`config.mk`:
```
export PLATFORM = sky130hd
export DESIGN_NAME = led_port
export DESIGN_NICKNAME = d
export VERILOG_FILES = /design/src/hw/soc_pkg.sv /design/src/hw/led_port.sv
export SDC_FILE = /design/constraint.sdc
export NUM_CORES = 1
export LEC_CHECK = 0
export BUFFER_PORTS_ARGS = -buffer_cell sky130_fd_sc_hd__buf_2
export CAP_MARGIN = 30
export CELL_PAD_IN_SITES_DETAIL_PLACEMENT = 0
export CELL_PAD_IN_SITES_GLOBAL_PLACEMENT = 2
export CORE_ASPECT_RATIO = 0.6
export CORE_MARGIN = 2
export CORE_UTILIZATION = 13
export CTS_CLUSTER_SIZE = 20
export DETAILED_ROUTE_END_ITERATION = 8
export PLACE_DENSITY = 0.84
export SYNTH_ARGS = -nofsm -noshare
export SYNTH_HDL_FRONTEND = slang
export SYNTH_SLANG_ARGS = --single-unit
```
`constraint.sdc`:
```
create_clock -name clk -period 2.3 [get_ports clk]
set_clock_uncertainty 0.1 [all_clocks]
set_input_delay 0.46 -clock clk [delete_from_list [all_inputs] [get_ports clk]]
set_output_delay 0.46 -clock clk [all_outputs]
set_load 0.05 [all_outputs]
```
`src/hw/soc_pkg.sv`:
```
`default_nettype none

package soc_pkg;

  // bus widths
  localparam int ADDR_W = 32;
  localparam int DATA_W = 32;
  localparam int STRB_W = DATA_W / 8;

  // scratch RAM is 1024 words
  localparam int RAM_ADDR_BITS = 10;

  // address map
  localparam logic [ADDR_W-1:0] RAM_BASE = 32'h0000_0000;  // 4 KiB window
  localparam logic [ADDR_W-1:0] LED_ADDR = 32'h1000_0000;
  localparam logic [ADDR_W-1:0] KEY_ADDR = 32'h1000_0004;

  // peripheral widths
  localparam int LED_W = 8;
  localparam int KEY_W = 2;

  // AXI response codes
  localparam logic [1:0] RESP_OKAY   = 2'd0;
  localparam logic [1:0] RESP_SLVERR = 2'd2;

  // bus decoder FSM encoding
  localparam logic [1:0] ST_IDLE  = 2'd0;
  localparam logic [1:0] ST_WRESP = 2'd1;  // B pending
  localparam logic [1:0] ST_RWAIT = 2'd2;  // RAM read in flight
  localparam logic [1:0] ST_RRESP = 2'd3;  // R pending

  // one data word, seen whole or as byte lanes
  // lane 0 is the low byte
  typedef union packed {
    logic [DATA_W-1:0]      word;
    logic [STRB_W-1:0][7:0] lane;
  } bus_word_u;

endpackage

`default_nettype wire

```
`src/hw/led_port.sv`:
```
`timescale 1ns/10ps
`default_nettype none

module led_port (
  input  wire                         clk,
  input  wire                         rst_n_i,
  input  wire                         we_i,
  input  wire  [soc_pkg::DATA_W-1:0]  wdata_i,
  input  wire  [soc_pkg::STRB_W-1:0]  wstrb_i,
  output logic [soc_pkg::LED_W-1:0]   led_o,
  output logic [soc_pkg::LED_W-1:0]   rdata_o
);
  import soc_pkg::*;

  bus_word_u wdata_w;

  always_comb
  begin
    wdata_w.word = wdata_i;
  end

  // only byte lane 0 reaches the LEDs
  always_ff @(posedge clk or negedge rst_n_i)
  begin
    if (!rst_n_i)
      led_o <= '0;
    else if (we_i && wstrb_i[0])
      led_o <= wdata_w.lane[0][LED_W-1:0];
  end

  assign rdata_o = led_o;  // readback mirrors pins

endmodule

`default_nettype wire

```
# Word level (Yosys, flattened, before mapping)
# Cells that the tools add are included.
word_totals:
  reg_bits: 8
  latch_bits: 0
  ramBits: 0
  rom_bits: 0
  input_bits: 39
  out_inout_bits: 16
  word_cells: 2
  n_memories: 0
classes:
  add_sub_neg: 0
  mul: 0
  div_mod_pow: 0
  order_cmp: 0
  eq_ne: 0
  shift: 0
  muxes: 0
  n_bitwise: 0
  n_reduce_logical: 1
ops:
  columns: ["op", "n"]
  rows:
  - ["$logic_and 1x1->1", 1]

# Longest topological paths before layout
# Gate-level depths: netlist of run 1.
logic_depth:
  ltp_word: 1
  ltp_mapped: 2
  mapped_depth_nobuf: 2

# Least setup slack after synthesis of run 1
# No wires, ideal clock.
synth_path:
  path_type: "register to output"
  from: "reg led_o[0] (netlist name)"
  to: "out rdata_o[0] (netlist name)"
  arrival_ns: 0.899
  required_time_ns: 1.740
  slack_ns: 0.841
  path_stages_with_launch: 2
  n_path_buf: 1
  cell_sequence: "dfrtp_1 -> buf_4"
synth_lines:
  columns: ["element", "line_no", "text"]
  rows:
  - ["from (decl)", "led_port.sv:10", "output logic [soc_pkg::LED_W-1:0] led_o,"]
  - ["from (signal assigned)", "led_port.sv:28", "led_o <= wdata_w.lane[0][LED_W-1:0];"]
  - ["to (decl)", "led_port.sv:11", "output logic [soc_pkg::LED_W-1:0] rdata_o"]
# No word-level cell between the ends.

# Worst setup path after layout of run 1
layout_path:
  from: "reg led_o[4] (netlist name)"
  to: "out rdata_o[4] (netlist name)"
# No word-level cell between the ends.

==> impl_metrics.py, run 1 <==
metrics = {
    "floorplan": {
        "fp.dieArea_mm2": 0.003192,
        "die_height_um": 44.57,
        "rows": 14,
        "ios": 55,
        "die_w_um": 71.62,
        "initial_core_util_pct": 13.94,
        "core_area_mm2": 0.002557,
    },
    "grt": {
        "grt.busiest_layer": "met2",
        "grt_use_total_pct": 5.498,
        "grt_pass1_vias": 283,
        "grt_overflow": 0,
        "antenna_found_initial": 0,
        "grt_pass1_wl_um": 1221,
        "grtUsageMet3_pct": 1.595,
        "grtUsageMet2_pct": 9.630,
        "grt_max_degree": 9,
        "grtUsageMet1_pct": 5.205,
    },
    "synth": {
        "synth.area.top_cells": "dfrtp_1, mux2_2, buf_4",
        "seq_area_frac_synth_pct": 56.14,
        "avgSynthCellArea_um2": 14.26,
        "synth_top_area_share_pct": 56.14,
        "yosys.area.top_type": "dfrtp_1",
        "syn-num-nets": 64,
        "synth-compound-area-share_pct": 0,
        "ys_types": 4,
        "synth_area_um2": 356.6,
        "synthAdderAreaFrac_pct": 0,
        "synth_xor_area_share_pct": 0,
        "synth_top_family_by_area": "multiplexers",
        "syn_inst": 25,
        "muxShareOfSynthArea_pct": 25.26,
        "yosysWarnings": 0,
        "synth-simple-area-share_pct": 1.754,
        "ys_ff_latch": 8,
    },
    "cells_and_area": {
        "final_cell_mix": "buf_2, mux2_2, dfrtp_1",
        "fillers": 281,
        "largest_reg_flops": 8,
        "num_antenna_cells": 0,
        "drive_gt1_share_pct": 81.25,
        "layout_commonest_cell": "buf_2",
        "regMostFlops": "led_o",
        "reg_top3": "led_o x8",
        "nets": 89,
        "stdcell_area_um2": 523.0,
        "area_delta_synth_final_pct": 46.67,
        "final_cell_count_no_fill": 80,
    },
    "worst_hold_path": {
        "hold_path_class": "input pin to register",
        "whs_path_depth": 2,
        "min_to": "led_o[2]$_DFFE_PN0P_",
        "hp-start": "wdata_i[2]",
    },
    "cts": {
        "cts_buffers": 3,
        "cts_sinks": 8,
        "ctsLongestPathBuffers": 2,
        "clockRootBuffer": "clkbuf_8",
        "clk_latency_ns": 0.23,
        "post-cts-setup-buffers": 0,
        "cts_tree": "yes",
        "htreeDepth": 1,
        "clkTransAtPathRegs_ns": 0.04,
    },
    "worst_setup_path": {
        "start_kind": "register",
        "r2r-end": "led_o[4]$_DFFE_PN0P_",
        "cp.required_ns": 1.74,
        "reg2reg_from": "led_o[4]$_DFFE_PN0P_",
        "crit_chain": "buf_2",
        "crit_fanout": 3,
        "critPathLaunch": "led_o[4]$_DFFE_PN0P_",
        "cp_slowest_stage_delay_ns": 0.36,
        "endpoint_kind": "primary output",
        "crit_family": "flip-flops",
        "reg2reg_depth": 1,
        "rrSetupSlack_ns": 1.42,
        "crit_arrival_ns": 0.87,
        "slowest_stage": "dfrtp_1",
        "critPathKind": "register to primary output",
        "path_buf_inv": 1,
    },
    "place": {
        "placed_cell_area_um2": 471.7,
        "post-place-cells": 76,
        "io_buffer_count": 27,
        "place_ws_ns": 0.9565,
        "globalplace.congestion": 0.6055,
    },
    "timing": {
        "rsz0062_at_grt": "no",
        "layout_setup_ws_ns": 0.8737,
        "worst_pin_slew_ns": 0.2617,
        "setup_tns_ns": 0,
        "layout_min_cycle_time_ns": 1.426,
        "max_freq_ghz": 0.7011,
        "setup_viol_count_final": 0,
        "max_slew_margin_pct": 82.67,
        "maxSlewViolCount": 0,
        "fin_crit_sh_pct": 62.01,
        "hold_violations": 0,
    },
    "run": {
        "cap_violations": 0,
    },
    "power": {
        "power_density_mw_per_mm2": 1107,
        "p_leak_nw": 0.2624,
        "pwr-share-comb_pct": 40.4,
        "vdd_drop_max_mv": 0.1464,
        "switching_share_pct": 43.18,
        "power.switching_mw": 0.2499,
        "p_int_mw": 0.3289,
        "pwr-share-clk_pct": 29.2,
        "total_power_mw": 0.5788,
        "seqPwrFrac_pct": 30.3,
    },
    "route": {
        "drcViolationCount": 0,
        "wire_per_inst_um": 10.58,
        "wl_um": 846,
        "first_pass_iters": 3,
        "vias": 261,
        "avgViaCountPerCell": 3.263,
        "drt_iter0_markers": 10,
        "ant_nets": 0,
    },
    "status": {
        "outcome": "complete, no violations",
    },
}
## power groups by stage
stage	Combinational [mW]	Clock (mW)	Sequential, mW
5_1_grt	0.242	0.184	0.179
6_report	0.234	0.169	0.175
3_3_place_gp	0.233	0	0.177
2_1_floorplan	0.130	0	0.252
3_5_place_dp	0.235	0	0.178
4_1_cts	0.236	0.175	0.176
## metrics by stage
step | util (%) | hold slack (ns)
floorplan | - | 0.06441
global placement | 18.44 | 0.2143
detailed placement | 18.44 | 0.2209
global route | 20.45 | 0.3584
finish | 20.45 | 0.3645
CTS | 20.45 | 0.3596
## metal layers
layer | routed length, µm | share of wire [%]
met1 | 353 | 42
met2 | 456 | 54
met3 | 23 | 2.7
met4 | 12 | 1.4
met5 | 0 | 0
## what timing repair did
| action | in CTS | in global routing |
|---|---|---|
| hold endpoints to repair | 8 | 0 |
| setup endpoints to repair | 0 | 0 |
| hold buffers | 1 | 0 |
| gates resized for setup | 0 | 0 |
## worst max path at each step
stage / to / slack, ns / cells past startpoint
3_3_place_gp: led_o[4]$_DFFE_PN0P_ / 0.98 / 3
6_report: rdata_o[4] / 0.87 / 1
2_1_floorplan: rdata_o[0] / 0.84 / 1
4_1_cts: rdata_o[4] / 0.86 / 1
3_5_place_dp: led_o[4]$_DFFE_PN0P_ / 0.96 / 3
5_1_grt: rdata_o[6] / 0.84 / 1
## cell usage after synthesis, drive strengths merged
library cell,number
mux2,8
nand2,1
buf,8
dfrtp,8
## kinds of logic (layout without fill, tap and decap cells)
group	after synthesis	count (layout)
simple gates	1	1
mux	8	8
buf+inv	8	31
flops	8	8
## area by class of cell
type                    count  area, µm²  share of cell area, %
flip-flops and latches      8      200.2                  38.28
repair buffers             28      145.1                  27.75
multi-input cells           9      96.34                  18.42
clock buffers               3      41.29                  7.895
well taps                  32      40.04                  7.655
No activity file was read; power rests on OpenSTA's default activity.
==> run 2, diff against run 1 <==
- CORE_UTILIZATION: 13 -> 12
- PLACE_DENSITY: 0.84 -> 0.79
- clock period: 2.3 -> 1.5 ns (I/O delays scaled with it)
==> run 2 against run 1 <==
  * First-iteration DRC count grew 20%
  * Critical path depth is the same
  * Via count shrank 1.1%
  * Count of clock-buffer cells in the layout is the same
  * Combinational power grew 53%
  * Final cell count grew 13%
==> impl_metrics.py, run 2 (same netlist as run 1, synthesis figures left out) <==
metrics = {
    "status": {
        "outcome": "complete, no violations",
    },
    "cts": {
        "clkTransAtPathRegs_ns": 0.04,
        "clk_latency_ns": 0.22,
        "htreeDepth": 1,
        "cts_sinks": 8,
        "ctsLongestPathBuffers": 2,
        "cts_buffers": 3,
        "cts_tree": "yes",
        "clockRootBuffer": "clkbuf_8",
    },
    "grt": {
        "antenna_found_initial": 0,
        "grt_overflow": 0,
        "grt_max_degree": 9,
        "grt_pass1_vias": 297,
        "grt_use_total_pct": 5.673,
        "grt_pass1_wl_um": 1283,
    },
    "cells_and_area": {
        "drive_gt1_share_pct": 81.25,
        "area_delta_synth_final_pct": 50.18,
        "fillers": 330,
        "regMostFlops": "led_o",
        "largest_reg_flops": 8,
        "stdcell_area_um2": 535.5,
        "nets": 89,
        "final_cell_mix": "buf_2, mux2_2, dfrtp_1",
        "layout_commonest_cell": "buf_2",
        "final_cell_count_no_fill": 90,
        "reg_top3": "led_o x8",
        "num_antenna_cells": 0,
        "fin_util_pct": 18.77,
    },
    "timing": {
        "setup_viol_count_final": 0,
        "hold_violations": 0,
        "setup_tns_ns": 0,
        "rsz0062_at_grt": "no",
        "worst_pin_slew_ns": 0.2607,
        "max_freq_ghz": 0.7962,
        "layout_min_cycle_time_ns": 1.256,
        "fin_crit_sh_pct": 83.73,
        "maxSlewViolCount": 0,
        "max_slew_margin_pct": 82.74,
    },
    "run": {
        "cap_violations": 0,
    },
    "worst_setup_path": {
        "crit_fanout": 3,
        "crit_family": "flip-flops",
        "crit_chain": "buf_2",
        "crit_arrival_ns": 0.86,
        "start_kind": "register",
        "reg2reg_from": "led_o[0]$_DFFE_PN0P_",
        "path_buf_inv": 1,
        "cp.required_ns": 1.10,
        "critPathKind": "register to primary output",
        "cp_slowest_stage_delay_ns": 0.36,
        "critPathLaunch": "led_o[0]$_DFFE_PN0P_",
        "endpoint_kind": "primary output",
        "slowest_stage": "dfrtp_1",
    },
    "floorplan": {
        "rows": 15,
        "core_area_mm2": 0.002853,
        "initial_core_util_pct": 12.50,
        "die_w_um": 74.38,
        "ios": 55,
        "die_height_um": 46.23,
        "fp.dieArea_mm2": 0.003438,
    },
    "power": {
        "power.switching_mw": 0.3752,
        "seqPwrFrac_pct": 30.7,
        "switching_share_pct": 42.69,
        "power_density_mw_per_mm2": 1641,
        "pwr-share-clk_pct": 28.5,
        "vdd_drop_max_mv": 0.2390,
        "total_power_mw": 0.8789,
        "p_int_mw": 0.5037,
        "p_leak_nw": 0.2624,
        "pwr-share-comb_pct": 40.8,
    },
    "route": {
        "first_pass_iters": 2,
        "drcViolationCount": 0,
        "avgViaCountPerCell": 2.867,
        "wire_per_inst_um": 9.144,
        "ant_nets": 0,
        "vias": 258,
        "drt_iter0_markers": 12,
        "wl_um": 823,
    },
    "place": {
        "globalplace.congestion": 0.5915,
        "placed_cell_area_um2": 484.2,
        "io_buffer_count": 27,
        "post-place-cells": 86,
    },
    "worst_hold_path": {
        "hold_path_class": "input pin to register",
        "hp-start": "wdata_i[7]",
    },
}
## run 2: path summary, 6_finish.rpt
| path | to | depth (start not counted) | slack, ns |
|---|---|---|---|
| min in group asynchronous | led_o[1]$_DFFE_PN0P_ | 2 | 0.35 |
| setup reg to reg | led_o[0]$_DFFE_PN0P_ | 1 | 0.63 |
| hold reg to reg | led_o[7]$_DFFE_PN0P_ | 1 | 0.42 |
| max in group asynchronous | led_o[6]$_DFFE_PN0P_ | 2 | 0.77 |
| hold / removal | led_o[7]$_DFFE_PN0P_ | 2 | 0.21 |
| setup / recovery | led_o[0] | 1 | 0.24 |
## run 2: metal layers
| layer | up-vias | wire length (µm) | GRT usage (%) |
|---|---|---|---|
| met2 | 8 | 484 | 9.735 |
| met5 | - | 0 | 0 |
| met4 | 0 | 22 | 7.500 |
| met1 | 124 | 276 | 4.948 |
| li1 | 124 | - | - |
| met3 | 2 | 39 | 1.532 |
## run 2: area by class of cell
class / count / area [µm²] / area share, %
clock buffers: 3 / 41.29 / 7.710
well taps: 42 / 52.55 / 9.813
flip-flops and latches: 8 / 200.2 / 37.38
multi-input cells: 9 / 96.34 / 17.99
repair buffers: 28 / 145.1 / 27.10
## run 2: timing repair
item / CTS / global route
setup buffers: 0 / 0
endpoints found under the setup margin: 0 / 0
hold buffers: 1 / 0
endpoints found under the hold margin: 8 / 0
gates resized for setup: 0 / 0
## run 2: stage by stage
stage,worst slack [ns],hold WS (ns)
5_1_grt,0.1920,0.2065
3_3_place_gp,0.3321,0.05712
6_report,0.2441,0.2081
4_1_cts,0.2297,0.2010
2_1_floorplan,0.2008,-0.09559
3_5_place_dp,0.3133,0.05661
## run 2: power by group through the flow
| stage | logic (mW) | registers (mW) | clock network [mW] |
|---|---|---|---|
| 3_3_place_gp | 0.356 | 0.271 | 0 |
| 6_report | 0.359 | 0.270 | 0.250 |
| 5_1_grt | 0.374 | 0.276 | 0.276 |
| 2_1_floorplan | 0.199 | 0.387 | 0 |
| 3_5_place_dp | 0.360 | 0.273 | 0 |
| 4_1_cts | 0.362 | 0.270 | 0.266 |
