==> src/hw/soc_pkg.sv <==
`default_nettype none

package soc_pkg;

  // bus widths
  localparam int ADDR_W = 32;
  localparam int DATA_W = 32;
  localparam int STRB_W = DATA_W / 8;

  // scratch RAM is 1024 words
  localparam int RAM_ADDR_BITS = 10;

  // address map
  localparam logic [ADDR_W-1:0] RAM_BASE = 32'h0000_0000;  // 4 KiB window
  localparam logic [ADDR_W-1:0] LED_ADDR = 32'h1000_0000;
  localparam logic [ADDR_W-1:0] KEY_ADDR = 32'h1000_0004;

  // peripheral widths
  localparam int LED_W = 8;
  localparam int KEY_W = 2;

  // AXI response codes
  localparam logic [1:0] RESP_OKAY   = 2'd0;
  localparam logic [1:0] RESP_SLVERR = 2'd2;

  // bus decoder FSM encoding
  localparam logic [1:0] ST_IDLE  = 2'd0;
  localparam logic [1:0] ST_WRESP = 2'd1;  // B pending
  localparam logic [1:0] ST_RWAIT = 2'd2;  // RAM read in flight
  localparam logic [1:0] ST_RRESP = 2'd3;  // R pending

  // one data word, seen whole or as byte lanes
  // lane 0 is the low byte
  typedef union packed {
    logic [DATA_W-1:0]      word;
    logic [STRB_W-1:0][7:0] lane;
  } bus_word_u;

endpackage

`default_nettype wire

==> src/hw/bus_decoder.sv <==
`timescale 1ns/10ps
`default_nettype none

module bus_decoder (
  input  wire                              clk,
  input  wire                              rst_n_i,
  // write address and data
  input  wire                              awvalid_i,
  input  wire  [soc_pkg::ADDR_W-1:0]       awaddr_i,
  output logic                             awready_o,
  input  wire                              wvalid_i,
  input  wire  [soc_pkg::DATA_W-1:0]       wdata_i,
  input  wire  [soc_pkg::STRB_W-1:0]       wstrb_i,
  output logic                             wready_o,
  // write response
  output logic                             bvalid_o,
  output logic [1:0]                       bresp_o,
  input  wire                              bready_i,
  // read
  input  wire                              arvalid_i,
  input  wire  [soc_pkg::ADDR_W-1:0]       araddr_i,
  output logic                             arready_o,
  output logic                             rvalid_o,
  output logic [soc_pkg::DATA_W-1:0]       rdata_o,
  output logic [1:0]                       rresp_o,
  input  wire                              rready_i,
  // toward peripherals
  output logic [soc_pkg::RAM_ADDR_BITS-1:0] word_addr_o,
  output logic [soc_pkg::DATA_W-1:0]       wr_data_o,
  output logic [soc_pkg::STRB_W-1:0]       wr_strb_o,
  output logic                             ram_we_o,
  output logic                             ram_re_o,
  output logic                             led_we_o,
  output logic                             key_we_o,
  // from peripherals
  input  wire  [soc_pkg::DATA_W-1:0]       ram_rdata_i,
  input  wire  [soc_pkg::LED_W-1:0]        led_rdata_i,
  input  wire  [2*soc_pkg::KEY_W-1:0]      key_rdata_i
);
  import soc_pkg::*;

  logic [1:0]        state_q;
  logic              wr_accept;
  logic              rd_accept;
  logic [ADDR_W-1:0] bus_addr;
  logic              hit_ram;
  logic              hit_led;
  logic              hit_key;
  logic              hit_any;
  logic              rd_ram_q;   // pending read comes from RAM
  logic [DATA_W-1:0] reg_rdata;
  logic [DATA_W-1:0] rdata_q;
  logic [1:0]        bresp_q;
  logic [1:0]        rresp_q;

  // only accept from idle, so one transaction at a time
  assign wr_accept = (state_q == ST_IDLE) && awvalid_i && wvalid_i;
  assign rd_accept = (state_q == ST_IDLE) && arvalid_i && !wr_accept;  // write wins

  assign awready_o = wr_accept;
  assign wready_o  = wr_accept;
  assign arready_o = rd_accept;

  // shared address path
  assign bus_addr = wr_accept ? awaddr_i : araddr_i;

  assign hit_ram = bus_addr[ADDR_W-1:RAM_ADDR_BITS+2] ==
                   RAM_BASE[ADDR_W-1:RAM_ADDR_BITS+2];
  assign hit_led = bus_addr == LED_ADDR;
  assign hit_key = bus_addr == KEY_ADDR;
  assign hit_any = hit_ram || hit_led || hit_key;

  assign word_addr_o = bus_addr[RAM_ADDR_BITS+1:2];
  assign wr_data_o   = wdata_i;
  assign wr_strb_o   = wstrb_i;

  assign ram_we_o = wr_accept && hit_ram;
  assign led_we_o = wr_accept && hit_led;
  assign key_we_o = wr_accept && hit_key;
  assign ram_re_o = rd_accept && hit_ram;

  // register readback, zero when unmapped
  always_comb
  begin
    reg_rdata = '0;
    if (hit_led)
      reg_rdata[LED_W-1:0] = led_rdata_i;
    else if (hit_key)
      reg_rdata[2*KEY_W-1:0] = key_rdata_i;
  end

  always_ff @(posedge clk or negedge rst_n_i)
  begin
    if (!rst_n_i)
    begin
      state_q  <= ST_IDLE;
      rd_ram_q <= 1'b0;
    end
    else
    begin
      case (state_q)
        ST_IDLE:
          if (wr_accept)
            state_q <= ST_WRESP;
          else if (rd_accept)
          begin
            state_q  <= ST_RWAIT;
            rd_ram_q <= hit_ram;
          end
        ST_WRESP:
          if (bready_i)
            state_q <= ST_IDLE;
        ST_RWAIT:
          state_q <= ST_RRESP;  // RAM word valid now
        ST_RRESP:
          if (rready_i)
            state_q <= ST_IDLE;
        default:
          state_q <= ST_IDLE;
      endcase
    end
  end

  always_ff @(posedge clk)
  begin
    if (wr_accept)
      bresp_q <= hit_any ? RESP_OKAY : RESP_SLVERR;
    if (rd_accept)
    begin
      rresp_q <= hit_any ? RESP_OKAY : RESP_SLVERR;
      rdata_q <= reg_rdata;
    end
    else if ((state_q == ST_RWAIT) && rd_ram_q)
      rdata_q <= ram_rdata_i;
  end

  assign bvalid_o = state_q == ST_WRESP;
  assign bresp_o  = bresp_q;
  assign rvalid_o = state_q == ST_RRESP;
  assign rdata_o  = rdata_q;
  assign rresp_o  = rresp_q;

  a_bvalid_hold: assert property (@(posedge clk) disable iff (!rst_n_i)
    bvalid_o && !bready_i |=> bvalid_o && $stable(bresp_o));

  a_resp_excl: assert property (@(posedge clk) disable iff (!rst_n_i)
    !(bvalid_o && rvalid_o));

  a_we_onehot: assert property (@(posedge clk) disable iff (!rst_n_i)
    $onehot0({ram_we_o, led_we_o, key_we_o}));

endmodule

`default_nettype wire

==> config.mk <==
export PLATFORM = sky130hd
export DESIGN_NAME = bus_decoder
export DESIGN_NICKNAME = d
export VERILOG_FILES = /design/src/hw/soc_pkg.sv /design/src/hw/bus_decoder.sv
export SDC_FILE = /design/constraint.sdc
export NUM_CORES = 1
export LEC_CHECK = 0
export ABC_AREA = 1
export BUFFER_PORTS_ARGS = -buffer_cell sky130_fd_sc_hd__buf_4
export CAP_MARGIN = 20
export CORE_AREA = 2 2 95 97
export CTS_CLUSTER_SIZE = 10
export DETAILED_ROUTE_END_ITERATION = 10
export DIE_AREA = 0 0 97 99
export GPL_ROUTABILITY_DRIVEN = 0
export PLACE_DENSITY = 0.68
export REMOVE_ABC_BUFFERS = 1
export SYNTH_ARGS = -nofsm -noshare
export SYNTH_HDL_FRONTEND = slang
export SYNTH_SLANG_ARGS = --single-unit
==> constraint.sdc <==
create_clock -name clk -period 2.05 [get_ports clk]
set_clock_uncertainty 0.2 [all_clocks]
set_input_delay 0.3075 -clock clk [delete_from_list [all_inputs] [get_ports clk]]
set_output_delay 0.3075 -clock clk [all_outputs]
set_load 0.05 [all_outputs]
### Word-level counts from Yosys, hierarchy flattened

Cells that the tools add are included.
Widths: inputs -> output; s select.

* bitwise gates (word level): 1
* equality and inequality tests: 8
* mux-type cells: 12
* reductions and logical operators: 17

Operator list (number)
* $eq 32x29->1 const B: 2
* $mux 32: 1
* $logic_not 20->1: 1
* $mux 8: 2
* $mux 4: 3
* $mux 2: 5
* $logic_and 1x1->1: 9
* $pmux 2 s4: 1
* $reduce_and 3->1: 2
* $eq 2x2->1 const B: 2
* $ne 2x1->1 const B: 2
* $ne 3x3->1 const B: 1
* $eq 2x1->1 const B: 1
* $logic_not 2->1: 1
* $logic_or 1x1->1: 2
* $reduce_bool 2->1: 1
* $logic_not 1->1: 1
* $not 1->1: 1

* word-level logic and storage cells: 44
* bits of input ports: 151
* output and inout port bits: 91
* flip-flop bits (word level): 39

### Logic depth before layout (Yosys ltp)

* depth after elaboration: 8
* depth in mapped cells: 14
* gate-level depth less buffers: 13

### Least setup slack after synthesis

No wires, ideal clock.

* kind: register to output
* start: reg state_q[1]
* end: out led_we_o
* stages on the path, launching flop included: 11
* path buffers: 1
* setup slack: -0.833 ns
* arrival time: 2.375 ns
* required time: 1.542 ns
* path through: dfrtp_1 -> nor2_4 -> nand2_4 -> buf_6 -> nand2_1 -> nand2_1 -> nor2_2 -> nand2_2 -> nor2_4 -> nand2_1 -> nor2_1

* longest elaborated chain between the ends: 6

RTL lines
* start, declared: RTL line bus_decoder.sv:42 `logic [1:0] state_q;`
* start signal, assigned: RTL line bus_decoder.sv:96 `state_q <= ST_IDLE;`
* start signal, assigned: RTL line bus_decoder.sv:104 `state_q <= ST_WRESP;`
* start signal, assigned: RTL line bus_decoder.sv:107 `state_q <= ST_RWAIT;`
* $logic_not 2->1: RTL line bus_decoder.sv:57 `assign wr_accept = (state_q == ST_IDLE) && awvalid_i && wvalid_i;`
* $logic_and 1x1->1 (2 in series): RTL line bus_decoder.sv:57
* $mux 32: RTL line bus_decoder.sv:65 `assign bus_addr = wr_accept ? awaddr_i : araddr_i;`
* via word_addr_o (one bit): RTL line bus_decoder.sv:28 `output logic [soc_pkg::RAM_ADDR_BITS-1:0] word_addr_o,`
* $eq 32x29->1: RTL line bus_decoder.sv:69 `assign hit_led = bus_addr == LED_ADDR;`
* $logic_and 1x1->1: RTL line bus_decoder.sv:78 `assign led_we_o = wr_accept && hit_led;`
* end, declared: RTL line bus_decoder.sv:33 `output logic led_we_o,`

The timed path passes the listed nets, and every way through them passes these cells.

### Worst setup path after layout

* start: reg state_q[1]
* end: out key_we_o

* longest elaborated chain between the ends: 6

RTL lines
* $logic_not 2->1 (*): RTL line bus_decoder.sv:57
* $logic_and 1x1->1 (*) (2 in series): RTL line bus_decoder.sv:57
* $mux 32: RTL line bus_decoder.sv:65
* $eq 32x29->1: RTL line bus_decoder.sv:70 `assign hit_key = bus_addr == KEY_ADDR;`
* $logic_and 1x1->1 (*): RTL line bus_decoder.sv:79 `assign key_we_o = wr_accept && hit_key;`
* end, declared: RTL line bus_decoder.sv:34 `output logic key_we_o,`

Mark *: on every way between the ends. The rest lies on a longest branch, timed or not.

==> impl_table.tex <==
\begin{tabular}{lr}
\hline
Metric & Value \\
\hline
\multicolumn{2}{l}{\textbf{Job}} \\
\quad Reported max-cap violation count & 0 \\
\multicolumn{2}{l}{\textbf{Power}} \\
\quad Leakage & approximately 0.0021 µW \\
\quad Total chip power & a little over 3000 µW \\
\quad Sequential power share & 0.281 \\
\quad Power density cells & 722.6 nW/µm² \\
\quad Worst ir drop on vdd & about 0.27 mV \\
\quad Switching share of total power & 0.4065 \\
\quad Clock network fraction of total power & 0.155 \\
\quad Logic gate share of total power & 0.564 \\
\quad Net switching power & 1255 µW \\
\quad Internal power & 1832 µW \\
\multicolumn{2}{l}{\textbf{Clock tree}} \\
\quad TritonCTS clock tree & yes \\
\quad Clock tree root buffer cell & sky130\_fd\_sc\_hd\_\_clkbuf\_8 \\
\quad Insertion delay to the later sink of the worst-skew pair & 0.28 ns \\
\quad H-tree levels & 2 \\
\quad Deepest clock path buffer count & 2 \\
\quad Clock-pin slew on the worst setup and hold paths & 0.07 ns \\
\quad Sink count of the clock tree & 37 \\
\quad CTS Buf Count & 5 \\
\multicolumn{2}{l}{\textbf{Critical path}} \\
\quad Worst EP required & roughly 1.5 ns \\
\quad CP dominant cell by count & sky130\_fd\_sc\_hd\_\_nor2\_2 \\
\quad Endpoint of the worst setup timing path & key\_we\_o \\
\quad Delay of the slowest cell on the worst path & roughly 0.44 ns \\
\quad Cell count of the worst reg-to-reg path & 11 \\
\quad Crit-path leading delay family & simple AND/OR/NAND/NOR gates \\
\quad Setup slack of the most critical reg-to-reg path & -0.25 ns \\
\quad Maximum net fanout on the critical path & 5 \\
\quad Chain of cells forming the critical path & nor2\_4, buf\_12, nand2\_8, nand2\_4, nand2\_2, nor2\_2, nand4\_1, nor2\_2, nand2\_1, nor2\_2, buf\_6 \\
\quad Depth of the critical timing path with buffers and inverters included & 11 \\
\quad Sum of buffers and inverters on the critical path & 2 \\
\quad Category of the worst setup path launch point & flip-flop \\
\quad Start point of the critical path & state\_q[1]\$\_DFFE\_PN0P\_ \\
\quad Endpoint of the worst-slack reg-to-reg timing path & rresp\_o[1]\$\_DFFE\_PP\_ \\
\quad Arrival time at the worst endpoint & just under 2 ns \\
\quad Max stage delay cell, worst path & sky130\_fd\_sc\_hd\_\_dfrtp\_2 \\
\quad Startpoint of the worst register-to-register path & state\_q[1]\$\_DFFE\_PN0P\_ \\
\quad Critical Path End Type & primary output \\
\quad Type of the worst setup path & flip-flop to primary output \\
\multicolumn{2}{l}{\textbf{Drt}} \\
\quad Via total after detailed routing & 2781 \\
\quad Detailed Route WL & 9428 µm \\
\quad Count of TritonRoute iterations in the first routing pass & 4 \\
\quad Antenna-violating nets left & 0 \\
\quad Violation count after the first detailed-route iteration & 53 \\
\quad Avg Vias per Cell & $\sim$4.5 \\
\quad Residual DRC & 0 \\
\quad Average wire length per cell after detail routing & 15.18 µm \\
\multicolumn{2}{l}{\textbf{Synthesis}} \\
\quad Netlist Area Pre-Place & 2371 µm² \\
\quad Dominant combinational cell family by area after synthesis & simple AND/OR/NAND/NOR gates \\
\quad Synth Area per Inst & slightly above 7 µm² \\
\quad Yosys cell types & 28 \\
\quad Post-synthesis adder-cell area fraction & 0 \\
\quad Area share of and/or/nand/nor cells after synthesis & 0.2786 \\
\quad Multiplexer fraction of the synthesized cell area & 0 \\
\quad Number of storage elements in the synthesis netlist & 37 \\
\quad Compound-Gate Fraction of Synth Area & 0.1325 \\
\quad Yosys warns & 0 \\
\quad Register area share after synthesis & 0.3609 \\
\quad Share of the synthesized netlist area taken by xor and xnor gates & 0 \\
\quad Gate count after technology mapping & 337 \\
\multicolumn{2}{l}{\textbf{STA}} \\
\quad Final hold slack & 0.1044 ns \\
\quad Unrepaired setup endpoints after global routing & true \\
\quad Minimum setup slack in the final design & -0.4162 ns \\
\quad Period Utilization, post-route & 1.203 \\
\quad Shortest clock period the worst path allows after layout & 2.466 ns \\
\quad Setup violations, final & 21 \\
\quad Fmax & 405.5 MHz \\
\quad Final hold violation count & 0 \\
\quad Final slew viol count & 0 \\
\multicolumn{2}{l}{\textbf{Die}} \\
\quad Die Footprint & $\sim$9600 µm² \\
\quad Starting utilization of the core area & 0.2773 \\
\quad Num ports & between 200 and 250 \\
\quad Number of rows in the core area & 34 \\
\quad Y dimension of the die & between 90 and 100 µm \\
\quad Core area & 8551 µm² \\
\quad DIE WIDTH & approximately 97 µm \\
\multicolumn{2}{l}{\textbf{Finish}} \\
\quad Share of cells above drive strength 1 & 0.5712 \\
\quad Post-Route Utilization & 0.4997 \\
\quad Number of diodes & 0 \\
\quad Layout overhead on the synthesized area & 80.21\% \\
\quad Leading cell types in the layout, fill and taps excluded & sky130\_fd\_sc\_hd\_\_buf\_4, sky130\_fd\_sc\_hd\_\_inv\_1, sky130\_fd\_sc\_hd\_\_nand2\_1 \\
\quad Leading cell type in the layout, fill and taps excluded & sky130\_fd\_sc\_hd\_\_buf\_4 \\
\quad Fin nets & 663 \\
\multicolumn{2}{l}{\textbf{Run status}} \\
\quad Run status & finished with violations \\
\quad Violations in the final reports & setup timing \\
\multicolumn{2}{l}{\textbf{GRT}} \\
\quad First-pass GRT wire length & 13830 µm \\
\quad Number of global-route vias before repair & around 2.8k \\
\quad Pin count of the biggest net entering global routing & between 40 and 50 \\
\quad Grt total ovfl & 0 \\
\quad Initial antenna violation count & 0 \\
\quad Overall Global Routing Usage & 0.1854 \\
\multicolumn{2}{l}{\textbf{Place}} \\
\quad Number of input and output port buffers inserted & 167 \\
\quad Post-placement worst setup slack & -0.2230 ns \\
\quad HPWL Detailed & 7477 µm \\
\multicolumn{2}{l}{\textbf{Hold path}} \\
\quad Min-delay worst type & input pin to flip-flop \\
\quad Instance count along the most critical hold path & 3 \\
\hline
\end{tabular}
power by group through the flow:
stage / Sequential [µW] / Clock (µW) / Combinational (µW)
2_1_floorplan: 999 / 0 / 609
3_3_place_gp: 881 / 0 / 1340
3_5_place_dp: 887 / 0 / 1350
4_1_cts: 866 / 508 / 1580
5_1_grt: 870 / 540 / 1860
6_report: 867 / 478 / 1740
cells by family after synthesis:
logic type	count (synthesis)
and+or+nand+nor	140
AOI/OAI and AO/OA	61
DFF	37
buffers and inverters	98
other	1
registers in the layout, indices dropped and copies added, names as in the netlist:
signal    count
rd_ram_q      1
rresp_o       1
state_q       2
bresp_o       1
rdata_o      32
layout make-up:
type                    instances  area (µm²)
clock buffers                   6       72.57
clock inverters                 2       10.01
fillers                       811        4278
inverters                      47       180.2
multi-input cells             205        1222
flip-flops and latches         37       857.1
well taps                     108       135.1
repair buffers                216        1795
worst min path at each step:
stage,start,to,slack (ns)
floorplan,rst_n_i,rd_ram_q$_DFFE_PN0P_,-0.19
detailed placement,rst_n_i,rd_ram_q$_DFFE_PN0P_,-0.09
global placement,rst_n_i,rd_ram_q$_DFFE_PN0P_,-0.1
CTS,ram_rdata_i[11],rdata_o[11]$_SDFFE_PP0P_,0.09
global route,ram_rdata_i[4],rdata_o[4]$_DFFE_PP_,0.11
finish,ram_rdata_i[11],rdata_o[11]$_SDFFE_PP0P_,0.10
synthesized netlist by cell type, drive strengths merged:
cell	count	share of area
conb	1	0.0016
o31ai	1	0.0032
edfxtp	10	0.13
clkbuf	9	0.014
nand2	68	0.12
dfxtp	24	0.20
and3	1	0.0026
nand4	3	0.0079
nor3	2	0.0042
buf	42	0.14
dfrtp	3	0.032
o211ai	1	0.0032
nand3	18	0.038
inv	47	0.074
nor2	42	0.086
a21oi	24	0.051
nand3b	1	0.0032
o21ai	35	0.075
or2	5	0.013
metal layers:
| layer | routed length [µm] | track usage | share of wire |
|---|---|---|---|
| met4 | 153 | 0.05309 | 0.016 |
| met3 | 1238 | 0.1156 | 0.13 |
| met5 | 45 | 0.03590 | 0.0048 |
| met1 | 3318 | 0.1865 | 0.35 |
| met2 | 4672 | 0.3173 | 0.50 |
worst min-delay path, delay by kind of cell:
family	cells	cell delay, ns
AOI/OAI and AO/OA	2	0.17
buffers and inverters	1	0.07
repair_timing:
item                       4_1_cts  5_1_grt
hold buffers                     1        0
pin swaps                       11        8
setup endpoints to repair       25       26
gates cloned                     2        0
setup buffers                    8        7
hold endpoints to repair         3        0
gates resized for setup         43       47
stage by stage:
| stage | area (µm²) | TNS [ns] | cells |
|---|---|---|---|
| floorplan | 2014 | -64.74 | 287 |
| global placement | 3689 | -1.114 | 595 |
| detailed placement | 3689 | -1.773 | 595 |
| CTS | 4031 | -2.927 | 614 |
| global route | 4273 | -5.752 | 621 |
| finish | 4273 | -3.467 | 621 |
No activity file was read; power rests on OpenSTA's default activity.
