### config.mk
export PLATFORM = sky130hd
export DESIGN_NAME = key_port
export DESIGN_NICKNAME = d
export VERILOG_FILES = /design/src/hw/soc_pkg.sv /design/src/hw/key_port.sv
export SDC_FILE = /design/constraint.sdc
export NUM_CORES = 1
export LEC_CHECK = 0
export BUFFER_PORTS_ARGS = -buffer_cell sky130_fd_sc_hd__buf_2
export CAP_MARGIN = 20
export CORE_AREA = 3 3 40 42
export CTS_CLUSTER_DIAMETER = 30
export DETAILED_ROUTE_END_ITERATION = 8
export DIE_AREA = 0 0 43 45
export PLACE_DENSITY = 0.64
export SETUP_SLACK_MARGIN = 0.3
export SYNTH_ARGS = -nofsm -noshare
export SYNTH_HDL_FRONTEND = slang
export SYNTH_SLANG_ARGS = --single-unit
### constraint.sdc
create_clock -name clk -period 0.8 [get_ports clk]
set_input_delay 0.16 -clock clk [delete_from_list [all_inputs] [get_ports clk]]
set_output_delay 0.16 -clock clk [all_outputs]
set_load 0.01 [all_outputs]
### src/hw/soc_pkg.sv
`default_nettype none

package soc_pkg;

  // bus widths
  localparam int ADDR_W = 32;
  localparam int DATA_W = 32;
  localparam int STRB_W = DATA_W / 8;

  // scratch RAM is 1024 words
  localparam int RAM_ADDR_BITS = 10;

  // address map
  localparam logic [ADDR_W-1:0] RAM_BASE = 32'h0000_0000;  // 4 KiB window
  localparam logic [ADDR_W-1:0] LED_ADDR = 32'h1000_0000;
  localparam logic [ADDR_W-1:0] KEY_ADDR = 32'h1000_0004;

  // peripheral widths
  localparam int LED_W = 8;
  localparam int KEY_W = 2;

  // AXI response codes
  localparam logic [1:0] RESP_OKAY   = 2'd0;
  localparam logic [1:0] RESP_SLVERR = 2'd2;

  // bus decoder FSM encoding
  localparam logic [1:0] ST_IDLE  = 2'd0;
  localparam logic [1:0] ST_WRESP = 2'd1;  // B pending
  localparam logic [1:0] ST_RWAIT = 2'd2;  // RAM read in flight
  localparam logic [1:0] ST_RRESP = 2'd3;  // R pending

  // one data word, seen whole or as byte lanes
  // lane 0 is the low byte
  typedef union packed {
    logic [DATA_W-1:0]      word;
    logic [STRB_W-1:0][7:0] lane;
  } bus_word_u;

endpackage

`default_nettype wire

### src/hw/key_port.sv
`timescale 1ns/10ps
`default_nettype none

module key_port (
  input  wire                          clk,
  input  wire                          rst_n_i,
  input  wire  [soc_pkg::KEY_W-1:0]    key_i,
  input  wire                          we_i,
  input  wire  [soc_pkg::DATA_W-1:0]   wdata_i,
  output logic [2*soc_pkg::KEY_W-1:0]  rdata_o
);
  import soc_pkg::*;

  logic [KEY_W-1:0] sync1_q;
  logic [KEY_W-1:0] sync2_q;
  logic [KEY_W-1:0] level_q;  // third stage, also edge reference
  logic [KEY_W-1:0] flag_q;
  logic [KEY_W-1:0] rise;
  logic [KEY_W-1:0] clr;

  assign rise = sync2_q & ~level_q;
  assign clr  = we_i ? wdata_i[2*KEY_W-1:KEY_W] : '0;  // write one to clear

  always_ff @(posedge clk or negedge rst_n_i)
  begin
    if (!rst_n_i)
    begin
      sync1_q <= '0;
      sync2_q <= '0;
      level_q <= '0;
      flag_q  <= '0;
    end
    else
    begin
      sync1_q <= key_i;
      sync2_q <= sync1_q;
      level_q <= sync2_q;
      flag_q  <= (flag_q & ~clr) | rise;  // new press beats clear
    end
  end

  assign rdata_o = {flag_q, level_q};

endmodule

`default_nettype wire

After elaboration in Yosys (flattened, before gate mapping)
Cells that the tools add are included.
W data, S select, Z words.
{"block": "word_totals", "in_bits": 37, "out_inout_bits": 4, "ff_bits": 8, "elab_cells": 10}
{"block": "op_classes", "n_bitwise": 5, "n_mux": 1}
{"cell": "$and A2 B2 Y2", "count": 2}
{"cell": "$not A2 Y2", "count": 2}
{"cell": "$mux W2", "count": 1}
{"cell": "$or A2 B2 Y2", "count": 1}

Depth between registers and ports, before layout
Gate-level depths: netlist of run 1.
{"block": "logic_depth", "word_depth": 4, "depth_mapped": 2, "depth_no_buf": 2}

Worst setup path after synthesis of run 1
OpenSTA, ideal clock, no wires.
{"block": "synth_timing", "path_type": "reg-to-reg", "startpoint": "register level_q[0]", "endpoint": "register flag_q[0]", "slack_ps": 57, "required_ps": 679, "n_path_buf": 0, "setup_time_ps": 121, "period_less_slack_ps": 743, "path_stages_with_launch": 3, "arrival_ps": 622, "path_cell_list": "dfrtp_1 inv_1 a22o_1"}
{"block": "synth_between", "elab_chain_cells": 3}
{"element": "start, declared", "line": "key_port.sv:16", "text": "logic [KEY_W-1:0] level_q;"}
{"element": "start signal, assigned", "line": "key_port.sv:37", "text": "level_q <= sync2_q;"}
{"element": "$not A2 Y2", "line": "key_port.sv:21", "text": "assign rise = sync2_q & ~level_q;"}
{"element": "$and A2 B2 Y2", "line": "key_port.sv:21"}
{"element": "$or A2 B2 Y2", "line": "key_port.sv:38", "text": "flag_q <= (flag_q & ~clr) | rise;"}
{"element": "end signal, assigned", "line": "key_port.sv:38"}
{"element": "end, declared", "line": "key_port.sv:17", "text": "logic [KEY_W-1:0] flag_q;"}
No other way between the ends.

Worst setup path after layout of run 1
{"block": "layout_timing", "startpoint": "register flag_q[1]", "endpoint": "output rdata_o[3] (netlist bit)"}
{"element": "end, declared", "line": "key_port.sv:10", "text": "output logic [2*soc_pkg::KEY_W-1:0] rdata_o"}
No word-level cell between the ends.

==> impl_metrics.yaml, run 1 <==
status:
  status: "complete, but fails checks"
  violations: "setup timing"
floorplanning:
  dieArea_mm2: 0.001935
  initial_core_util: 0.1811
  coreArea_mm2: 0.001285
  rows: 13
  io_pins: 41
  fp.dieW_um: 43
  die_h_um: 45
synthesis:
  synthesis.nets: 51
  synth.most_common_cell: "dfrtp_1"
  synthTopCellsByCount: "dfrtp_1, a22o_1, inv_1, nand2_1"
  syn_area_per_cell_um2: 16.62
  yosysTopAreaCellShare: 0.8602
  synth-edff-count: 0
  synth_top_cell_by_area: "dfrtp_1"
  ys_seq_elements: 8
  synth_warnings: 0
  synth-main-ff-cell: "dfrtp_1"
  syn_area_um2: 232.7
  synth-async-reset-ratio: 1.000
  netlist_instances: 14
  ys_types: 4
  synthTopCellsByArea: "dfrtp_1, a22o_1, inv_1"
  seq_area_frac_synth: 0.8602
placed_design:
  io_buffers: 10
  dp.cells: 39
  gp_congestion: 0.6322
worst_setup_path:
  arrival_ns: 0.75
  r2r-start: "level_q[1]$_DFF_PN0_"
  reg2reg_depth: 4
  timing.rr.end: "flag_q[1]$_DFF_PN0_"
  setup.worst_path.end_class: "output port"
  critPathKind: "flop to output port"
  required_ns: 0.64
  regToRegSetupSlack_ns: -0.03
  path_cells: "buf_2"
  path_delay_family: "flip-flops"
  cp.buffers_inverters: 1
  cp_max_fo: 2
  cp-start-kind: "flop"
  crit_slowest_cell: "dfrtp_1"
  max_stage_delay_ns: 0.37
run:
  cap_violations: 0
grt:
  grt_start_max_net_pins: 9
  grt_pass1_wl_um: 731
  grt_pass1_vias: 186
  grt.overflow.total: 0
  track_usage: 0.05997
  antenna_found_initial: 0
detailed_routing:
  drc: 0
  dr.pass1.iters: 2
  vias: 172
  wire_per_inst_um: 8.723
  drt_wl_total_um: 410
  viasPerCell: 3.660
  first_iter_violations: 1
  drtAntennaViolNets: 0
power:
  vdd_drop_max_v: 0.001313
  power_density_mw_per_mm2: 2247
  leakagePower_uw: 0.0001927
  power_uw: 826.7
clock_network:
  htreeDepth: 1
  clkLatencyLatePin_ns: 0.25
  clockBufferDepth: 2
  cts_tree: "yes"
  cts_buffers: 3
  ctsHoldBuffers: 1
  clk_pin_slew_ns: 0.05
  root_buffer: "clkbuf_4"
  cts.sinks: 8
sta:
  timing.final.crit_period_ns: 0.9143
  fin_skew_ns: 0.001713
  finalSetupViolCount: 5
  max_slew_margin: 0.8862
  report.final.hold_viol_count: 0
  report.final.slew_viol_count: 0
  rsz0062_at_grt: "yes"
  timing.hold.ws_ns: 0.01885
  layout_setup_ws_ns: -0.1143
  max_freq_ghz: 1.094
  fin_crit_sh: 1.143
  tightest_slew_ns: 0.1707
cells_and_area:
  area_growth_pct: 58.06
  final_nets: 71
  register_area_um2: 200.2
  layout.cells.non_filler: 47
  drive_gt1_frac: 0.5625
  fill_cells: 136
  multiInputGateArea_um2: 25.02
  n_antenna_cell: 0
  final_util: 0.2863
min_path:
  hp-class: "input port to flop"
  holdPathStages: 1
  min_from: "key_i[1]"
  holdPathEnd: "sync1_q[1]$_DFF_PN0_"
==> cell families after synthesis <==
group                  count (synthesis)  synth area share
AND/OR/NAND/NOR                        2           0.03227
buffers and inverters                  2           0.03227
flip-flops                             8            0.8602
AO/OA/AOI/OAI                          2           0.07528
==> state kept, by name, summed over array words and instances, names as in the netlist <==
register  flops
sync1_q       2
level_q       2
sync2_q       2
flag_q        2
==> metal layers <==
metal  up-vias  global-route usage  share of wire
li1         81                   -              -
met1        76             0.05779           0.47
met2        15             0.07485           0.33
met3         0             0.07968           0.20
met4         0             0.01807              0
met5         -                   0              0
==> power breakdown <==
group	switching, uW	internal, uW
combinational	38.0	55.4
clock	119	170
sequential	10.9	433
total	168	658
==> how the worst max path moves through the flow <==
stage | startpoint | endpoint | slack (ns) | depth (start not counted)
after CTS | flag_q[0]$_DFF_PN0_ | rdata_o[2] | -0.13 | 1
after global placement | sync2_q[0]$_DFF_PN0_ | flag_q[0]$_DFF_PN0_ | 0.11 | 1
final | flag_q[1]$_DFF_PN0_ | rdata_o[3] | -0.11 | 1
after detailed placement | sync2_q[0]$_DFF_PN0_ | flag_q[0]$_DFF_PN0_ | 0.09 | 1
after global routing | level_q[0]$_DFF_PN0_ | rdata_o[0] | -0.15 | 1
after floorplan | level_q[0]$_DFF_PN0_ | flag_q[0]$_DFF_PN0_ | 0.08 | 2
==> cell type report <==
type,count,area share
repair buffers,15,0.2551
well taps,15,0.05102
inverters,2,0.02041
clock buffers,3,0.06122
flip-flops and latches,8,0.5442
multi-input cells,4,0.06803
==> stage by stage <==
step | TNS, ns | cell area (um2) | setup WS (ns)
6_report | -0.4815 | 367.9 | -0.1143
5_1_grt | -0.6893 | 367.9 | -0.1543
4_1_cts | -0.5039 | 356.6 | -0.1302
3_5_place_dp | 0 | 301.5 | 0.09421
3_3_place_gp | 0 | 301.5 | 0.1115
2_1_floorplan | 0 | 232.7 | 0.07767
==> cell usage in the layout, fill, tap and decap left out <==
cell type and instances:
buf_2 10, dfrtp_1 8, clkbuf_4 3, buf_4 3, nand2_1 2, a22o_1 2
inv_1 1, inv_2 1, dlygate4sd3_1 1, buf_6 1
==> timing repair <==
action,CTS,global route
pin swaps,1,0
hold endpoints to repair,8,1
setup endpoints to repair,6,8
setup buffers,3,1
gates resized for setup,0,2
No activity file was read; power rests on OpenSTA's default activity.
==> run 2, diff against run 1 <==
SKIP_CTS_REPAIR_TIMING = 1   (was unset)
SLEW_MARGIN = 20   (was unset)
==> run 2 against run 1 <==
Effect of this change:
- the flow still finishes with violations (setup timing)
- die area is the same
- first-iteration DRC count is the same
- worst hold slack is essentially flat
- non-clock buffer count shrank 1
- clock power is essentially flat
- power shrank 0.87%
- critical endpoint is now rdata_o[0]
==> impl_metrics.yaml, run 2 (synthesized netlist as in run 1, its figures left out) <==
sta:
  report.final.slew_viol_count: 0
  tightest_slew_ns: 0.1706
  rsz0062_at_grt: "yes"
  fin_skew_ns: 0.001389
  max_slew_margin: 0.8863
  timing.final.crit_period_ns: 0.9130
  report.final.hold_viol_count: 0
  fin_crit_sh: 1.141
  finalSetupViolCount: 4
  max_freq_ghz: 1.095
  layout_setup_ws_ns: -0.1130
placed_design:
  gp_congestion: 0.6322
  io_buffers: 10
floorplanning:
  initial_core_util: 0.1811
  dieArea_mm2: 0.001935
  io_pins: 41
  die_h_um: 45
  fp.dieW_um: 43
  coreArea_mm2: 0.001285
  rows: 13
cells_and_area:
  register_area_um2: 200.2
  multiInputGateArea_um2: 25.02
  final_common_cell: "buf_2"
  area_growth_pct: 53.23
  n_antenna_cell: 0
  final_cell_mix: "buf_2, dfrtp_1, clkbuf_4, buf_4"
  final_util: 0.2775
  drive_gt1_frac: 0.5161
  final_nets: 70
  fill_cells: 136
min_path:
  holdPathStages: 1
  holdPathEnd: "sync1_q[1]$_DFF_PN0_"
  min_from: "key_i[1]"
  hp-class: "input port to flop"
clock_network:
  clk_pin_slew_ns: 0.05
  clkLatencyLatePin_ns: 0.25
  root_buffer: "clkbuf_4"
  cts_buffers: 3
  cts_tree: "yes"
  htreeDepth: 1
  clockBufferDepth: 2
  cts.sinks: 8
worst_setup_path:
  required_ns: 0.64
  cp-start-kind: "flop"
  regToRegSetupSlack_ns: 0.02
  reg2reg_depth: 2
  path_cells: "buf_2"
  arrival_ns: 0.75
  path_delay_family: "flip-flops"
  max_stage_delay_ns: 0.37
  crit_slowest_cell: "dfrtp_1"
  r2r-start: "flag_q[1]$_DFF_PN0_"
  cp_max_fo: 2
  setup.worst_path.end_class: "output port"
  critPathKind: "flop to output port"
  cp.buffers_inverters: 1
  timing.rr.end: "flag_q[1]$_DFF_PN0_"
detailed_routing:
  drc: 0
  first_iter_violations: 1
  wire_per_inst_um: 8.783
  drt_wl_total_um: 404
  vias: 171
  drtAntennaViolNets: 0
  dr.pass1.iters: 2
  viasPerCell: 3.717
grt:
  grt_pass1_vias: 170
  grt.overflow.total: 0
  track_usage: 0.05743
  grt_start_max_net_pins: 9
  antenna_found_initial: 0
  grt_pass1_wl_um: 696
power:
  vdd_drop_max_v: 0.001304
  power_density_mw_per_mm2: 2298
  power_uw: 819.5
  leakagePower_uw: 0.0001878
status:
  status: "complete, but fails checks"
  violations: "setup timing"
run:
  cap_violations: 0
run 2: changes by cell type in the layout (fill, tap and decap cells not counted):
| cell | before | now |
|---|---|---|
| inv_1 | 1 | 2 |
| buf_6 | 1 | 0 |
| inv_2 | 1 | 0 |
run 2: layout make-up:
type | instances | area share
Sequential cell | 8 | 0.5614
Clock buffer | 3 | 0.06316
Multi-Input combinational cell | 4 | 0.07018
Timing Repair Buffer | 14 | 0.2316
Inverter | 2 | 0.02105
Tap cell | 15 | 0.05263
run 2: how the worst max path moves through the flow:
stage	start	end	slack, ns	cells after the start
final	level_q[0]$_DFF_PN0_	rdata_o[0]	-0.11	1
after global routing	flag_q[0]$_DFF_PN0_	rdata_o[2]	-0.15	1
after CTS	flag_q[0]$_DFF_PN0_	rdata_o[2]	-0.14	1
after detailed placement	sync2_q[0]$_DFF_PN0_	flag_q[0]$_DFF_PN0_	0.09	1
after global placement	sync2_q[0]$_DFF_PN0_	flag_q[0]$_DFF_PN0_	0.11	1
after floorplan	level_q[0]$_DFF_PN0_	flag_q[0]$_DFF_PN0_	0.08	2
run 2: stage by stage:
step           cell area [um2]  setup WS (ns)  cells  setup TNS, ns  hold WS (ns)
4_1_cts                  324.1        -0.1428     42        -0.5343       -0.2651
6_report                 356.6        -0.1130     46        -0.4382       0.01881
3_3_place_gp             301.5         0.1115     39              0      0.004450
5_1_grt                  356.6        -0.1546     46        -0.6165     -0.001511
3_5_place_dp             301.5        0.09421     39              0      0.007140
2_1_floorplan            232.7        0.07767     14              0       -0.1356
run 2: power by group:
group	total [uW]	leakage, uW	internal, uW	switching, uW
Sequential	443	0.0000925	433	10.3
Clock	289	0.0000138	170	119
Combinational	87.4	0.0000815	50.8	36.5
run 2: per-layer routing:
metal	global-route usage	vias to the layer above	share of wire
li1	-	79	-
met1	0.05779	77	0.47
met2	0.06587	15	0.31
met3	0.07968	0	0.22
met4	0.01807	0	0
met5	0	-	0
==> run 3, diff against run 2 <==
PLACE_DENSITY = unset   (was 0.64)
==> run 3 against run 2 <==
Effect of this change:
- the flow still finishes with violations (setup timing)
- cell count shrank 2.2%
- global-route usage shrank 0.68 points
- design area shrank 2.1%
- register-to-register slack is essentially flat
- utilization shrank 0.58 points
==> impl_metrics.yaml, run 3 (synthesized netlist as in run 1, its figures left out) <==
worst_setup_path:
  path_cells: "buf_2"
  regToRegSetupSlack_ns: 0.03
  cp_max_fo: 2
  setup.worst_path.end_class: "output port"
  critPathKind: "flop to output port"
  max_stage_delay_ns: 0.37
  crit_slowest_cell: "dfrtp_1"
  cp.buffers_inverters: 1
  cp-start-kind: "flop"
  r2r-start: "flag_q[0]$_DFF_PN0_"
  path_delay_family: "flip-flops"
  arrival_ns: 0.75
  required_ns: 0.64
  timing.rr.end: "flag_q[0]$_DFF_PN0_"
  reg2reg_depth: 2
sta:
  finalSetupViolCount: 4
  max_slew_margin: 0.8848
  timing.setup.tns_ns: -0.4405
  tightest_slew_ns: 0.1727
  max_freq_ghz: 1.098
  rsz0062_at_grt: "yes"
  timing.final.crit_period_ns: 0.9109
  report.final.hold_viol_count: 0
  report.final.slew_viol_count: 0
  fin_crit_sh: 1.139
  layout_setup_ws_ns: -0.1109
  timing.hold.ws_ns: 0.01635
  fin_skew_ns: 0.0009213
floorplanning:
  initial_core_util: 0.1811
  die_h_um: 45
  coreArea_mm2: 0.001285
  fp.dieW_um: 43
  dieArea_mm2: 0.001935
  io_pins: 41
  rows: 13
power:
  p_clk_frac: 0.362
  power_switching_uw: 170.5
  comb_power_share: 0.096
  vdd_drop_max_v: 0.001012
  power_uw: 817.7
  swShare: 0.2085
  power_density_mw_per_mm2: 2342
  seqPwrFrac: 0.542
  leakagePower_uw: 0.0001830
  p_int_uw: 647.2
detailed_routing:
  drt_wl_total_um: 391
  drtAntennaViolNets: 0
  first_iter_violations: 1
  dr.pass1.iters: 2
  drc: 0
  wire_per_inst_um: 8.689
  vias: 162
  viasPerCell: 3.600
cells_and_area:
  area_growth_pct: 50.00
  final_cell_mix: "buf_2, dfrtp_1, clkbuf_4"
  final_nets: 69
  n_antenna_cell: 0
  design_area_um2: 349.1
  final_common_cell: "buf_2"
  drive_gt1_frac: 0.5000
grt:
  grt.overflow.total: 0
  grt_pass1_wl_um: 572
  track_usage: 0.05068
  grt_pass1_vias: 131
  grt_start_max_net_pins: 9
  antenna_found_initial: 0
clock_network:
  root_buffer: "clkbuf_4"
  cts_tree: "yes"
  clk_pin_slew_ns: 0.05
  clkLatencyLatePin_ns: 0.25
  cts.sinks: 8
  clockBufferDepth: 2
  cts_buffers: 3
  htreeDepth: 1
placed_design:
  placed_cell_area_um2: 301.5
  io_buffers: 10
  gp_congestion: 0.5644
run:
  cap_violations: 0
min_path:
  hp-class: "input port to flop"
  min_from: "key_i[1]"
  holdPathStages: 1
  holdPathEnd: "sync1_q[1]$_DFF_PN0_"
status:
  violations: "setup timing"
  status: "complete, but fails checks"
[run 3: changes by cell type in the layout (fill, tap and decap cells not counted)]
cell and change:
buf_4 -1
[run 3: worst max-delay path by stage]
stage / start / to / slack, ns / depth (start not counted)
floorplan: level_q[0]$_DFF_PN0_ / flag_q[0]$_DFF_PN0_ / 0.08 / 2
global placement: sync2_q[1]$_DFF_PN0_ / flag_q[1]$_DFF_PN0_ / 0.09 / 1
detailed placement: sync2_q[1]$_DFF_PN0_ / flag_q[1]$_DFF_PN0_ / 0.08 / 1
CTS: flag_q[0]$_DFF_PN0_ / rdata_o[2] / -0.13 / 1
global route: flag_q[1]$_DFF_PN0_ / rdata_o[3] / -0.17 / 1
finish: level_q[0]$_DFF_PN0_ / rdata_o[0] / -0.11 / 1
[run 3: layer usage]
layer | global-route usage | up-vias | wire length (um)
li1 | - | 77 | -
met1 | 0.05779 | 71 | 184
met2 | 0.04790 | 14 | 135
met3 | 0.07171 | 0 | 71
met4 | 0.01807 | 0 | 0
met5 | 0 | - | 0
[run 3: cell type report]
| type | instances | area, um2 |
|---|---|---|
| Fill cell | 134 | 935.9 |
| Sequential cell | 8 | 200.2 |
| Timing Repair Buffer | 13 | 75.07 |
| Multi-Input combinational cell | 4 | 25.02 |
| Clock buffer | 3 | 22.52 |
| Tap cell | 15 | 18.77 |
| Inverter | 2 | 7.507 |
[run 3: metrics by stage]
| stage | setup slack [ns] | cells | util |
|---|---|---|---|
| floorplan | 0.07767 | 14 | - |
| global placement | 0.08570 | 39 | 0.2347 |
| detailed placement | 0.08351 | 39 | 0.2347 |
| CTS | -0.1347 | 42 | 0.2522 |
| global route | -0.1661 | 45 | 0.2717 |
| finish | -0.1109 | 45 | 0.2717 |
[run 3: power by group through the flow]
stage / Combinational [uW] / Clock [uW] / Sequential [uW]
floorplan: 13.7 / 0 / 458
global placement: 63.1 / 0 / 450
detailed placement: 64.7 / 0 / 451
CTS: 65.0 / 313 / 444
global route: 86.0 / 348 / 446
finish: 78.7 / 296 / 443
